==> src/verilog/sq_defs.svh <==
`ifndef SQ_DEFS_SVH
`define SQ_DEFS_SVH

// store queue sizing

// number of store entries
`define SQ_DEPTH 16

// entry index, log2 of depth
`define SQ_IDX_W 4

// word address, byte offset already dropped
`define SQ_ADDR_W 30

// one data word
`define SQ_DATA_W 32

// bytes per word, one mask bit each
`define SQ_BYTES 4

`endif

==> src/verilog/sq_load_pkg.sv <==
`include "sq_defs.svh"

package sq_load_pkg;

  typedef enum logic [1:0] {
    ld_miss    = 2'd0,
    ld_forward = 2'd1,
    ld_stall   = 2'd2
  } ld_result_e;

  // load check, tail is the first entry younger than the load
  typedef struct packed {
    logic                  valid;
    logic [`SQ_ADDR_W-1:0] addr;
    logic [`SQ_BYTES-1:0]  mask;
    logic [`SQ_IDX_W-1:0]  tail;
  } ld_req_t;

  typedef struct packed {
    logic                  valid;
    ld_result_e            result;
    logic [`SQ_DATA_W-1:0] data;  // zero unless forward
    logic [`SQ_IDX_W-1:0]  idx;
  } ld_resp_t;

endpackage

==> src/verilog/sq_store_pkg.sv <==
`include "sq_defs.svh"

package sq_store_pkg;

  // one queued store
  typedef struct packed {
    logic                  valid;
    logic                  data_valid;  // set by data update
    logic [`SQ_ADDR_W-1:0] addr;
    logic [`SQ_BYTES-1:0]  mask;
    logic [`SQ_DATA_W-1:0] data;
  } sq_entry_t;

  // address write from the store pipe
  typedef struct packed {
    logic                  valid;
    logic [`SQ_IDX_W-1:0]  idx;
    logic [`SQ_ADDR_W-1:0] addr;
    logic [`SQ_BYTES-1:0]  mask;
  } st_write_t;

  typedef struct packed {
    logic                  valid;
    logic [`SQ_IDX_W-1:0]  idx;
    logic [`SQ_DATA_W-1:0] data;
  } st_data_t;

  // retired store towards memory
  typedef struct packed {
    logic                  valid;
    logic [`SQ_ADDR_W-1:0] addr;
    logic [`SQ_BYTES-1:0]  mask;
    logic [`SQ_DATA_W-1:0] data;
  } mem_wr_t;

endpackage

==> src/verilog/sq_entry_array.sv <==
`timescale 1ns/1ps
`include "sq_defs.svh"

module sq_entry_array import sq_store_pkg::*; (
  input  logic                                clk,
  input  logic                                rst,
  input  logic                                flush,
  input  st_write_t                           st_wr,
  input  st_data_t                            st_upd,
  input  logic                                free_en,
  input  logic [`SQ_IDX_W-1:0]                head,
  output sq_entry_t [`SQ_DEPTH-1:0]           entries,
  output sq_entry_t                           head_entry
);

  logic [`SQ_DEPTH-1:0]  vld;
  logic [`SQ_DEPTH-1:0]  dvld;
  logic [`SQ_ADDR_W-1:0] addr_q [`SQ_DEPTH];
  logic [`SQ_BYTES-1:0]  mask_q [`SQ_DEPTH];
  logic [`SQ_DATA_W-1:0] data_q [`SQ_DEPTH];

  // valid state per entry
  always_ff @(posedge clk) begin
    if (rst || flush) begin
      vld  <= '0;
      dvld <= '0;
    end else begin
      for (int i = 0; i < `SQ_DEPTH; i++) begin
        if (free_en && head == `SQ_IDX_W'(i)) begin
          vld[i]  <= 1'b0;
          dvld[i] <= 1'b0;
        end
        // new address, data still to come
        if (st_wr.valid && st_wr.idx == `SQ_IDX_W'(i)) begin
          vld[i]  <= 1'b1;
          dvld[i] <= 1'b0;
        end
        if (st_upd.valid && st_upd.idx == `SQ_IDX_W'(i) && vld[i]) begin
          dvld[i] <= 1'b1;
        end
      end
    end
  end

  // payload
  always_ff @(posedge clk) begin
    for (int i = 0; i < `SQ_DEPTH; i++) begin
      if (st_wr.valid && st_wr.idx == `SQ_IDX_W'(i)) begin
        addr_q[i] <= st_wr.addr;
        mask_q[i] <= st_wr.mask;
      end
      if (st_upd.valid && st_upd.idx == `SQ_IDX_W'(i)) begin
        data_q[i] <= st_upd.data;
      end
    end
  end

  always_comb begin
    for (int i = 0; i < `SQ_DEPTH; i++) begin
      entries[i].valid      = vld[i];
      entries[i].data_valid = dvld[i];
      entries[i].addr       = addr_q[i];
      entries[i].mask       = mask_q[i];
      entries[i].data       = data_q[i];
    end
  end

  assign head_entry = entries[head];  // oldest store

endmodule

==> src/verilog/sq_forward.sv <==
`timescale 1ns/1ps
`include "sq_defs.svh"

module sq_forward import sq_store_pkg::*, sq_load_pkg::*; (
  input  logic                 clk,
  input  logic                 rst,
  input  logic                 flush,
  input  ld_req_t              ld_req,
  input  logic                 sel_hit,
  input  sq_entry_t            sel_entry,
  input  logic [`SQ_IDX_W-1:0] sel_idx,
  output ld_resp_t             ld_resp
);

  logic                  covers;
  ld_result_e            nxt_result;
  logic [`SQ_DATA_W-1:0] nxt_data;
  logic [`SQ_IDX_W-1:0]  nxt_idx;

  assign covers = (sel_entry.mask & ld_req.mask) == ld_req.mask;

  always_comb begin
    nxt_result = ld_miss;
    nxt_data   = '0;
    nxt_idx    = '0;
    if (sel_hit) begin
      if (covers && sel_entry.data_valid) begin
        nxt_result = ld_forward;
        nxt_data   = sel_entry.data;
        nxt_idx    = sel_idx;
      end else begin
        nxt_result = ld_stall;  // partial cover or data pending
      end
    end
  end

  always_ff @(posedge clk) begin
    ld_resp.result <= nxt_result;
    ld_resp.data   <= nxt_data;
    ld_resp.idx    <= nxt_idx;
    if (rst || flush) begin
      ld_resp.valid <= 1'b0;
    end else begin
      ld_resp.valid <= ld_req.valid;
    end
  end

endmodule

==> src/verilog/sq_match_select.sv <==
`timescale 1ns/1ps
`include "sq_defs.svh"

module sq_match_select import sq_store_pkg::*, sq_load_pkg::*; (
  input  sq_entry_t [`SQ_DEPTH-1:0] entries,
  input  logic [`SQ_IDX_W-1:0]      head,
  input  ld_req_t                   ld_req,
  output logic                      sel_hit,
  output sq_entry_t                 sel_entry,
  output logic [`SQ_IDX_W-1:0]      sel_idx
);

  logic [`SQ_DEPTH-1:0]   match;
  logic [2*`SQ_DEPTH-1:0] match_dbl;
  logic [`SQ_DEPTH-1:0]   rot_match;  // bit 0 is head
  logic [`SQ_IDX_W-1:0]   win_len;
  logic [`SQ_IDX_W-1:0]   sel_off;

  // same word, at least one common byte
  always_comb begin
    for (int i = 0; i < `SQ_DEPTH; i++) begin
      match[i] = entries[i].valid && entries[i].addr == ld_req.addr &&
                 |(entries[i].mask & ld_req.mask);
    end
  end

  assign match_dbl = {match, match} >> head;
  assign rot_match = match_dbl[`SQ_DEPTH-1:0];
  assign win_len   = ld_req.tail - head;  // stores older than the load

  // last hit inside the window is the youngest
  always_comb begin
    sel_hit = 1'b0;
    sel_off = '0;
    for (int k = 0; k < `SQ_DEPTH; k++) begin
      if (rot_match[k] && `SQ_IDX_W'(k) < win_len) begin
        sel_hit = 1'b1;
        sel_off = `SQ_IDX_W'(k);
      end
    end
  end

  assign sel_idx   = head + sel_off;
  assign sel_entry = entries[sel_idx];

endmodule

==> src/verilog/sq_retire.sv <==
`timescale 1ns/1ps
`include "sq_defs.svh"

module sq_retire import sq_store_pkg::*; (
  input  logic                 clk,
  input  logic                 rst,
  input  logic                 flush,
  input  logic                 retire,
  input  sq_entry_t            head_entry,
  output logic [`SQ_IDX_W-1:0] head,
  output logic                 free_en,
  output mem_wr_t              mem_wr
);

  // only a complete head store leaves the queue
  assign free_en = retire && !flush && head_entry.valid && head_entry.data_valid;

  always_ff @(posedge clk) begin
    if (rst || flush) begin
      head <= '0;
    end else if (free_en) begin
      if (head == `SQ_IDX_W'(`SQ_DEPTH - 1)) begin
        head <= '0;
      end else begin
        head <= head + 1'b1;
      end
    end
  end

  always_ff @(posedge clk) begin
    mem_wr.addr <= head_entry.addr;
    mem_wr.mask <= head_entry.mask;
    mem_wr.data <= head_entry.data;
    if (rst) begin
      mem_wr.valid <= 1'b0;
    end else begin
      mem_wr.valid <= free_en;  // one cycle, not held
    end
  end

endmodule

==> src/verilog/sq_top.sv <==
`timescale 1ns/1ps
`include "sq_defs.svh"

module sq_top import sq_store_pkg::*, sq_load_pkg::*; (
  input  logic      clk,
  input  logic      rst,
  input  st_write_t st_wr,
  input  st_data_t  st_upd,
  input  ld_req_t   ld_req,
  input  logic      retire,
  input  logic      flush,
  output ld_resp_t  ld_resp,
  output mem_wr_t   mem_wr
);

  sq_entry_t [`SQ_DEPTH-1:0] entries;
  sq_entry_t                 head_entry;
  sq_entry_t                 sel_entry;
  logic [`SQ_IDX_W-1:0]      head;
  logic [`SQ_IDX_W-1:0]      sel_idx;
  logic                      free_en;
  logic                      sel_hit;

  sq_entry_array i_sq_entry_array (
    .clk, .rst, .flush, .st_wr, .st_upd, .free_en, .head,
    .entries, .head_entry
  );

  // combinational search, registered in sq_forward
  sq_match_select i_sq_match_select (
    .entries, .head, .ld_req,
    .sel_hit, .sel_entry, .sel_idx
  );

  sq_forward i_sq_forward (
    .clk, .rst, .flush, .ld_req, .sel_hit, .sel_entry, .sel_idx,
    .ld_resp
  );

  sq_retire i_sq_retire (
    .clk, .rst, .flush, .retire, .head_entry,
    .head, .free_en, .mem_wr
  );

endmodule
==> config.mk <==
export PLATFORM = sky130hd
export DESIGN_NAME = sq_top
export DESIGN_NICKNAME = d
export VERILOG_FILES = /design/src/verilog/sq_load_pkg.sv /design/src/verilog/sq_store_pkg.sv /design/src/verilog/sq_entry_array.sv /design/src/verilog/sq_forward.sv /design/src/verilog/sq_match_select.sv /design/src/verilog/sq_retire.sv /design/src/verilog/sq_top.sv
export VERILOG_INCLUDE_DIRS = /design/src /design/src/verilog
export SDC_FILE = /design/constraint.sdc
export NUM_CORES = 2
export LEC_CHECK = 0
export BUFFER_PORTS_ARGS = -buffer_cell sky130_fd_sc_hd__buf_2
export CAP_MARGIN = 20
export CORE_UTILIZATION = 55
export CTS_CLUSTER_DIAMETER = 30
export DETAILED_ROUTE_END_ITERATION = 10
export HOLD_SLACK_MARGIN = 0.03
export PLACE_DENSITY_LB_ADDON = 0.15
export SLEW_MARGIN = 20
export SYNTH_ARGS = -nofsm -noshare
export SYNTH_HDL_FRONTEND = slang
export SYNTH_SLANG_ARGS = --single-unit
==> constraint.sdc <==
create_clock -name clk -period 15.67 [get_ports clk]
set_clock_uncertainty 0.05 [all_clocks]
set_input_delay 3.134 -clock clk [delete_from_list [all_inputs] [get_ports clk]]
set_output_delay 3.134 -clock clk [all_outputs]
set_load 0.02 [all_outputs]
Word-level counts from Yosys, hierarchy flattened. Memories as Yosys holds them, arrays and structs flattened. Index checks and enable logic that the tools add are counted.

RAM bits: 1056. Input bits: 119. Register bits: 142. Bits in read-only memories: 0. Bits in latches: 0. Logic and storage cells: 660. Output and inout port bits: 106. Memories: 3.

Reduce and logical (&&, ||, !) cells: 215. Add/subtract/negate cells: 3. Divide/modulo/power cells: 0. $lt $le $gt $ge: 18. Shifts and indexed selects: 1. Eq/ne operators: 62. Bitwise operators: 17. Mux-type cells: 300. Multiply operators: 0.

Memory list: i_sq_entry_array.data_q (words 16, bits a word 32, rd ports 16, clocked after memory_dff 0, write ports 1, RTL line sq_entry_array.sv:20) `` logic [`SQ_DATA_W-1:0] data_q [`SQ_DEPTH]; ``; i_sq_entry_array.addr_q (words 16, bits a word 30, rd ports 16, clocked after memory_dff 0, write ports 1, RTL line sq_entry_array.sv:18) `` logic [`SQ_ADDR_W-1:0] addr_q [`SQ_DEPTH]; ``; i_sq_entry_array.mask_q (words 16, bits a word 4, rd ports 16, clocked after memory_dff 0, write ports 1, RTL line sq_entry_array.sv:19) `` logic [`SQ_BYTES-1:0] mask_q [`SQ_DEPTH]; ``.

Operators with widths (count): $bmux W68 S4 (2); $eq A30 B30 Y1 (16); $mux W32 (15); $reduce_or A32 Y1 (15); $mux W30 (15); $reduce_or A30 Y1 (15); $mux W4 (69); $mux W1 (190); $reduce_or A4 Y1 (31); $logic_and A1 B1 Y1 (116); $eq A4 B4 Y1 const B (24); $and A4 B4 Y4 (17); $mux W68 (1); $mux W67 (1); $eq A4 B3 Y1 const B (12); $reduce_bool A3 Y1 (16); $lt A4 B4 Y1 const A (8); $reduce_bool A2 Y1 (16); $shr A32 B4 Y16 (1); $eq A4 B2 Y1 const B (6); $lt A3 B4 Y1 const A (4); $eq A4 B1 Y1 const B (3); $logic_not A4 Y1 (3); $mux W3 (4); 11 further kinds (16).

Logic depth before layout (Yosys ltp). An unclocked memory read counts as a cell.

Depth in word-level cells: 28. Depth in mapped cells: 31. Depth with buffers taken out: 26.

Modules after synthesis. A second synthesis with hierarchy kept.

Cell total of the unflattened synthesis: 5497. Area total of the unflattened synthesis: 66362.4 sq um.

By module, submodules not included: sq_entry_array (seq. area each 32351.0 sq um, instances 1, cells an instance 1837, area an instance 41270.8 sq um); sq_match_select (seq. area each 0.0 sq um, instances 1, cells an instance 3436, area an instance 22196.3 sq um); sq_retire (seq. area each 1421.4 sq um, instances 1, cells an instance 91, area an instance 1566.5 sq um); sq_forward (seq. area each 780.7 sq um, instances 1, cells an instance 133, area an instance 1328.8 sq um).

Worst setup path before layout. Ideal clock, no wire load.

Path type: input-to-reg. From: input port ld_req[1] in the netlist's numbering. To: register, netlist name i_sq_forward.ld_resp[26]. Path buffers: 3. Stages on the path: 19. Required time: 15.505 ns. Path slack: 6.871 ns. Library setup time: 0.115 ns. Arrival: 8.633 ns. Cell sequence: ha_1 > nor2b_1 > o21a_1 > o21a_1 > nor3_1 > and3_1 > nand2_1 > o32ai_2 > o31ai_1 > nor3_1 > nand2_1 > fa_1 > inv_1 > clkbuf_1 > clkbuf_1 > clkbuf_1 > mux4_2 > mux4_2 > and3_1.

Word-level cells in the longest chain between the ends: 25. Elaborated cells between the ends (all ways): 71. Those cells by class: add/sub: 2; order compare: 16; eq/ne: 1; mux: 33; bitwise: 1; reduce/logical: 18.

Ends and longest elaborated chain: from (decl) (RTL line sq_top.sv:9) `input ld_req_t ld_req,`; $sub A4 B4 Y4 (*) (RTL line sq_match_select.sv:29) `assign win_len = ld_req.tail - head;`; $lt A1 B4 Y1 (no line); $logic_and A1 B1 Y1 (RTL line sq_match_select.sv:36) `` if (rot_match[k] && `SQ_IDX_W'(k) < win_len) begin ``; $mux W1 (RTL line sq_match_select.sv:36); $mux W2 (2 in series) (RTL line sq_match_select.sv:36); $mux W3 (4 in series) (RTL line sq_match_select.sv:36); $mux W4 (8 in series) (RTL line sq_match_select.sv:36); $add A4 B4 Y4 (RTL line sq_match_select.sv:43) `assign sel_idx = head + sel_off;`; $bmux W68 S4 (RTL line sq_match_select.sv:44) `assign sel_entry = entries[sel_idx];`; $mux W67 (not written as such) (RTL line sq_match_select.sv:44); $and A4 B4 Y4 (RTL line sq_forward.sv:20) `assign covers = (sel_entry.mask & ld_req.mask) == ld_req.mask;`; $eq A4 B4 Y1 (RTL line sq_forward.sv:20); $logic_and A1 B1 Y1 (RTL line sq_forward.sv:27) `if (covers && sel_entry.data_valid) begin`; $reduce_and A2 Y1 (no line).

Mark *: on every way between the ends. The rest lies on a longest branch, timed or not. The select of a mux whose other input is x is not followed. A chain may end at the register's enable or synchronous reset.

Final worst setup path.
From: input port ld_req[25] in the netlist's numbering. To: register, netlist name i_sq_forward.ld_resp[2].

Word-level cells in the longest chain between the ends: 27. Elaborated cells between the ends (all ways): 103. Those cells by class: add/sub: 1; eq/ne: 17; shift: 1; mux: 33; bitwise: 1; reduce/logical: 50.

Ends and longest elaborated chain: $eq A30 B30 Y1 (RTL line sq_match_select.sv:22) `match[i] = entries[i].valid && entries[i].addr == ld_req.addr &&`; $logic_and A1 B1 Y1 (2 in series) (RTL line sq_match_select.sv:22); $shr A32 B4 Y16 (*) (RTL line sq_match_select.sv:27) `assign match_dbl = {match, match} >> head;`; $logic_and A1 B1 Y1 (RTL line sq_match_select.sv:36); $mux W1 (RTL line sq_match_select.sv:36); $mux W2 (2 in series) (RTL line sq_match_select.sv:36); $mux W3 (4 in series) (RTL line sq_match_select.sv:36); $mux W4 (8 in series) (RTL line sq_match_select.sv:36); $add A4 B4 Y4 (RTL line sq_match_select.sv:43); $bmux W68 S4 (RTL line sq_match_select.sv:44); $mux W67 (not written as such) (RTL line sq_match_select.sv:44); $and A4 B4 Y4 (RTL line sq_forward.sv:20); $eq A4 B4 Y1 (RTL line sq_forward.sv:20); $logic_and A1 B1 Y1 (RTL line sq_forward.sv:27); $reduce_and A2 Y1 (no line).

Marks and branches as above.

==> reports/results.ini <==
[run_status]
status = complete, no violations

[critical_path]
cp_slowest_stage_delay_ns = 1.11
r2r_slack_ns = 6.05
critPathRequiredTime_ns = 16.34
r2r_start = i_sq_retire.head[0]$_SDFFE_PP0P_
cp_top_family = simple AND/OR/NAND/NOR gates
cp_max_fo = 49
worstReg2RegEnd = i_sq_forward.ld_resp[2]$_SDFF_PN0_
crit_slowest_cell = nor4_2
critical_path.cell_chain = buf_2, xnor2_1, nand4_1, nor4_2, nand2_1, o32ai_1, nor4_1, a211o_1, a21oi_1, a211oi_1, nor3_1, nand2_1, fa_1, inv_6, buf_4, nand2_1, a211o_1, o2111ai_1, o211ai_1, a222oi_1, a32o_2, buf_4, and3_1
crit_path_frequent_cell = nand2_1
crit_arrival_ns = 12.43
critPathLaunchType = primary input
end_kind = register
reg2reg_depth = 23
critical_path_class = in2reg
timing.critical_path.buf_inv = 4

[detailed_routing]
wire_per_inst_microns = 43.51
vias = 42250
vias_per_cell = 7.435
drc_errors = 0
ant_nets = 0
firstDrtPassIters = 5
wl_microns = 247300
dr.first_iter.drc_count = 7900

[synth]
synth-seq-cells = 1198
yosys_warnings = 0
synth-seq-area-share_pct = 58.09
synth_edf_count = 1056
avgSynthCellArea_sq_um = 15.78
synthesis.nets = 3900
synth_ff_type = edfxtp_1
syn_inst = 3770
netlist_area_sq_um = 59480
synth_cell_types = 97
async_flop_share_pct = 0

[sta]
fin_tns_setup_ns = 0
worstMarginPinSlew_ns = 1.276
hold_viol_final = 0
slew_headroom_pct = 14.34
max_freq_ghz = 0.08502
rsz0062_at_grt = false
fin_crit_ns = 11.76
holdWs_ns = 0.4837
setup_viol = 0
final_max_slew_viol_count = 0
finalCritPeriodShare_pct = 75.06

[place]
dp_hpwl_microns = 170200
gp_congestion = 1.124
dp.cells = 5258
portBuffers = 224
placed_area_sq_um = 62140

[pwr]
power_uw = 8918
p_leak_uw = 0.02219
p_per_area_nw_per_um2 = 127.3
vdd_drop_max_uv = 175.1

[min_path]
holdPathEnd = i_sq_entry_array.dvld[6]$_SDFFE_PP0P_
hold_start = i_sq_entry_array.vld[6]$_SDFFE_PP0P_
holdCritPathClass = reg2reg
worstHoldPathCells = 2

[die]
die_area_sq_um = 109500
core_sq_um = 107200
initial_core_util_pct = 55.48
io_pins = 225
fp.dieH_microns = 330.8
rows = 120
die_w_microns = 330.8

[layout]
final_cell_mix = edfxtp_1, mux4_2, xnor2_1
area.growth.synth_to_final_pct = 17.76
mostFrequentLayoutCell = edfxtp_1
fin_cells = 5683
drive_above_1_share_pct = 30.88
stdcell_area_sq_um = 70040
nNetsFinal = 4206
num-fill-cells = 7287

[clock_tree]
postCtsHoldBufs = 0
cts_resized = 0
clk_latency_ns = 0.83
cts_root_buf = clkbuf_16
numCtsBuffers = 218
tritoncts = yes
htreeDepth = 4
cts.sinks = 1198
clk_pin_slew_ns = 0.05
cts_setup_buffers = 0
cts_buffer_depth = 3

[global_route]
overflow = 0
grt_pass1_vias = 39900
grt_max_degree = 113
antenna_found_initial = 24
grt_pass1_wl_microns = 333100
grt_usage_pct = 45.34

[job]
cap_violations = 0

==> metrics by stage <==
stage               utilization (%)  setup WS (ns)
floorplan                         -          6.871
global placement              57.94          3.702
detailed placement            57.96          3.697
CTS                           65.25          4.517
global route                  65.33          3.814
finish                        65.33          3.908
==> metal layers <==
| layer | track usage, % | wire length, microns | part of all wire (%) | vias up |
|---|---|---|---|---|
| li1 | - | - | - | 16130 |
| met1 | 62.77 | 91640 | 37 | 21710 |
| met2 | 63.03 | 104600 | 42 | 3793 |
| met3 | 18.13 | 38190 | 15 | 597 |
| met4 | 20.28 | 12530 | 5.1 | 26 |
| met5 | 0.8261 | 278 | 0.11 | - |
==> where the power goes <==
group / internal (uW) / total (uW) / switching, uW
clock: 3060 / 4890 / 1830
sequential: 3540 / 3580 / 41.6
combinational: 118 / 453 / 335
total: 6720 / 8920 / 2200
==> worst max path at each step <==
stage,slack (ns),depth (start not counted),from,end
after global placement,3.70,22,ld_req[28],i_sq_forward.ld_resp[12]$_SDFF_PN0_
after detailed placement,3.70,22,ld_req[28],i_sq_forward.ld_resp[12]$_SDFF_PN0_
after floorplan,6.87,19,ld_req[1],i_sq_forward.ld_resp[26]$_SDFF_PN0_
final,3.91,23,ld_req[25],i_sq_forward.ld_resp[2]$_SDFF_PN0_
after CTS,4.52,22,ld_req[28],i_sq_forward.ld_resp[15]$_SDFF_PN0_
after global routing,3.81,22,ld_req[28],i_sq_forward.ld_resp[15]$_SDFF_PN0_
==> area by class of cell <==
class	count	area [sq um]	area share (%)
tap	1403	1755	2.506
multi-input combinational	2295	23850	34.05
timing repair buffer	316	1852	2.644
clock inverter	171	2127	3.037
sequential	1198	34570	49.35
antenna	6	15.01	0.02144
clock buffer	247	5687	8.119
inverter	47	190.2	0.2715
==> sequential cells by signal (all words and copies together), names as in the netlist <==
signal                   count
i_sq_entry_array.dvld       16
i_sq_entry_array.data_q    512
i_sq_entry_array.vld        16
i_sq_entry_array.mask_q     64
i_sq_retire.mem_wr          67
i_sq_forward.ld_resp        39
i_sq_entry_array.addr_q    480
i_sq_retire.head             4
==> worst register-to-register path, cell delays in order (launching register included) <==
cell	delay (ns)
dfxtp_4	0.83
buf_12	0.59
ha_1	0.28
nor2b_1	0.05
o21a_1	0.17
nor3_1	0.60
nor2_1	0.40
nor3_1	0.88
nand2_1	0.27
o32ai_2	0.34
o31ai_1	0.24
nor3_1	0.52
nand2_1	0.16
fa_1	0.78
inv_6	0.54
buf_4	0.81
nand2_1	0.14
a211o_1	0.32
o2111ai_1	0.11
o211ai_1	0.16
a222oi_1	0.30
a32o_2	0.21
buf_4	0.54
and3_1	0.30
==> synth_stat cells, drive strengths merged, types with 9 or more instances <==
library cell  count  area [sq um]
nand4           183          1157
nor4b            11         102.6
nand3            80         400.4
nand3b           12         90.09
a22o             17         148.9
and2              9         56.31
xor2             69         604.3
ha                9         112.6
o21ai            46         230.2
and3             47         294.0
nor2b            12         75.07
inv              46         172.7
mux4            496         11170
a32oi            14         122.6
dfxtp           142          2843
a221oi           24         260.3
edfxtp         1056         31710
o22ai            40         256.5
xnor2           384          3363
nand2           203         764.5
or4              11         93.84
buf             125         787.0
nor3b            10         80.07
o32ai            40         357.8
nor3             61         315.3
nand2b           67         419.2
a22oi             9         67.56
a21oi            43         215.2
nand4b            9         78.83
o31ai            11         96.34
o211ai           19         142.6
or3               9         56.30
nor2            139         524.3
a211oi           12         90.09
nor4             69         611.8
mux2i            22         220.2
clkbuf          105         394.1
o2111ai          16         146.4
==> logic make-up after synthesis <==
kind of cell               synth area share (%)
AOI/OAI and AO/OA                         4.536
DFF                                       58.09
and+or+nand+nor                           8.875
buffers and inverters                     2.282
adders and majority gates                0.2567
muxes                                     19.28
xor gates and xnor gates                  6.671
(Power assumes the default switching activity.)
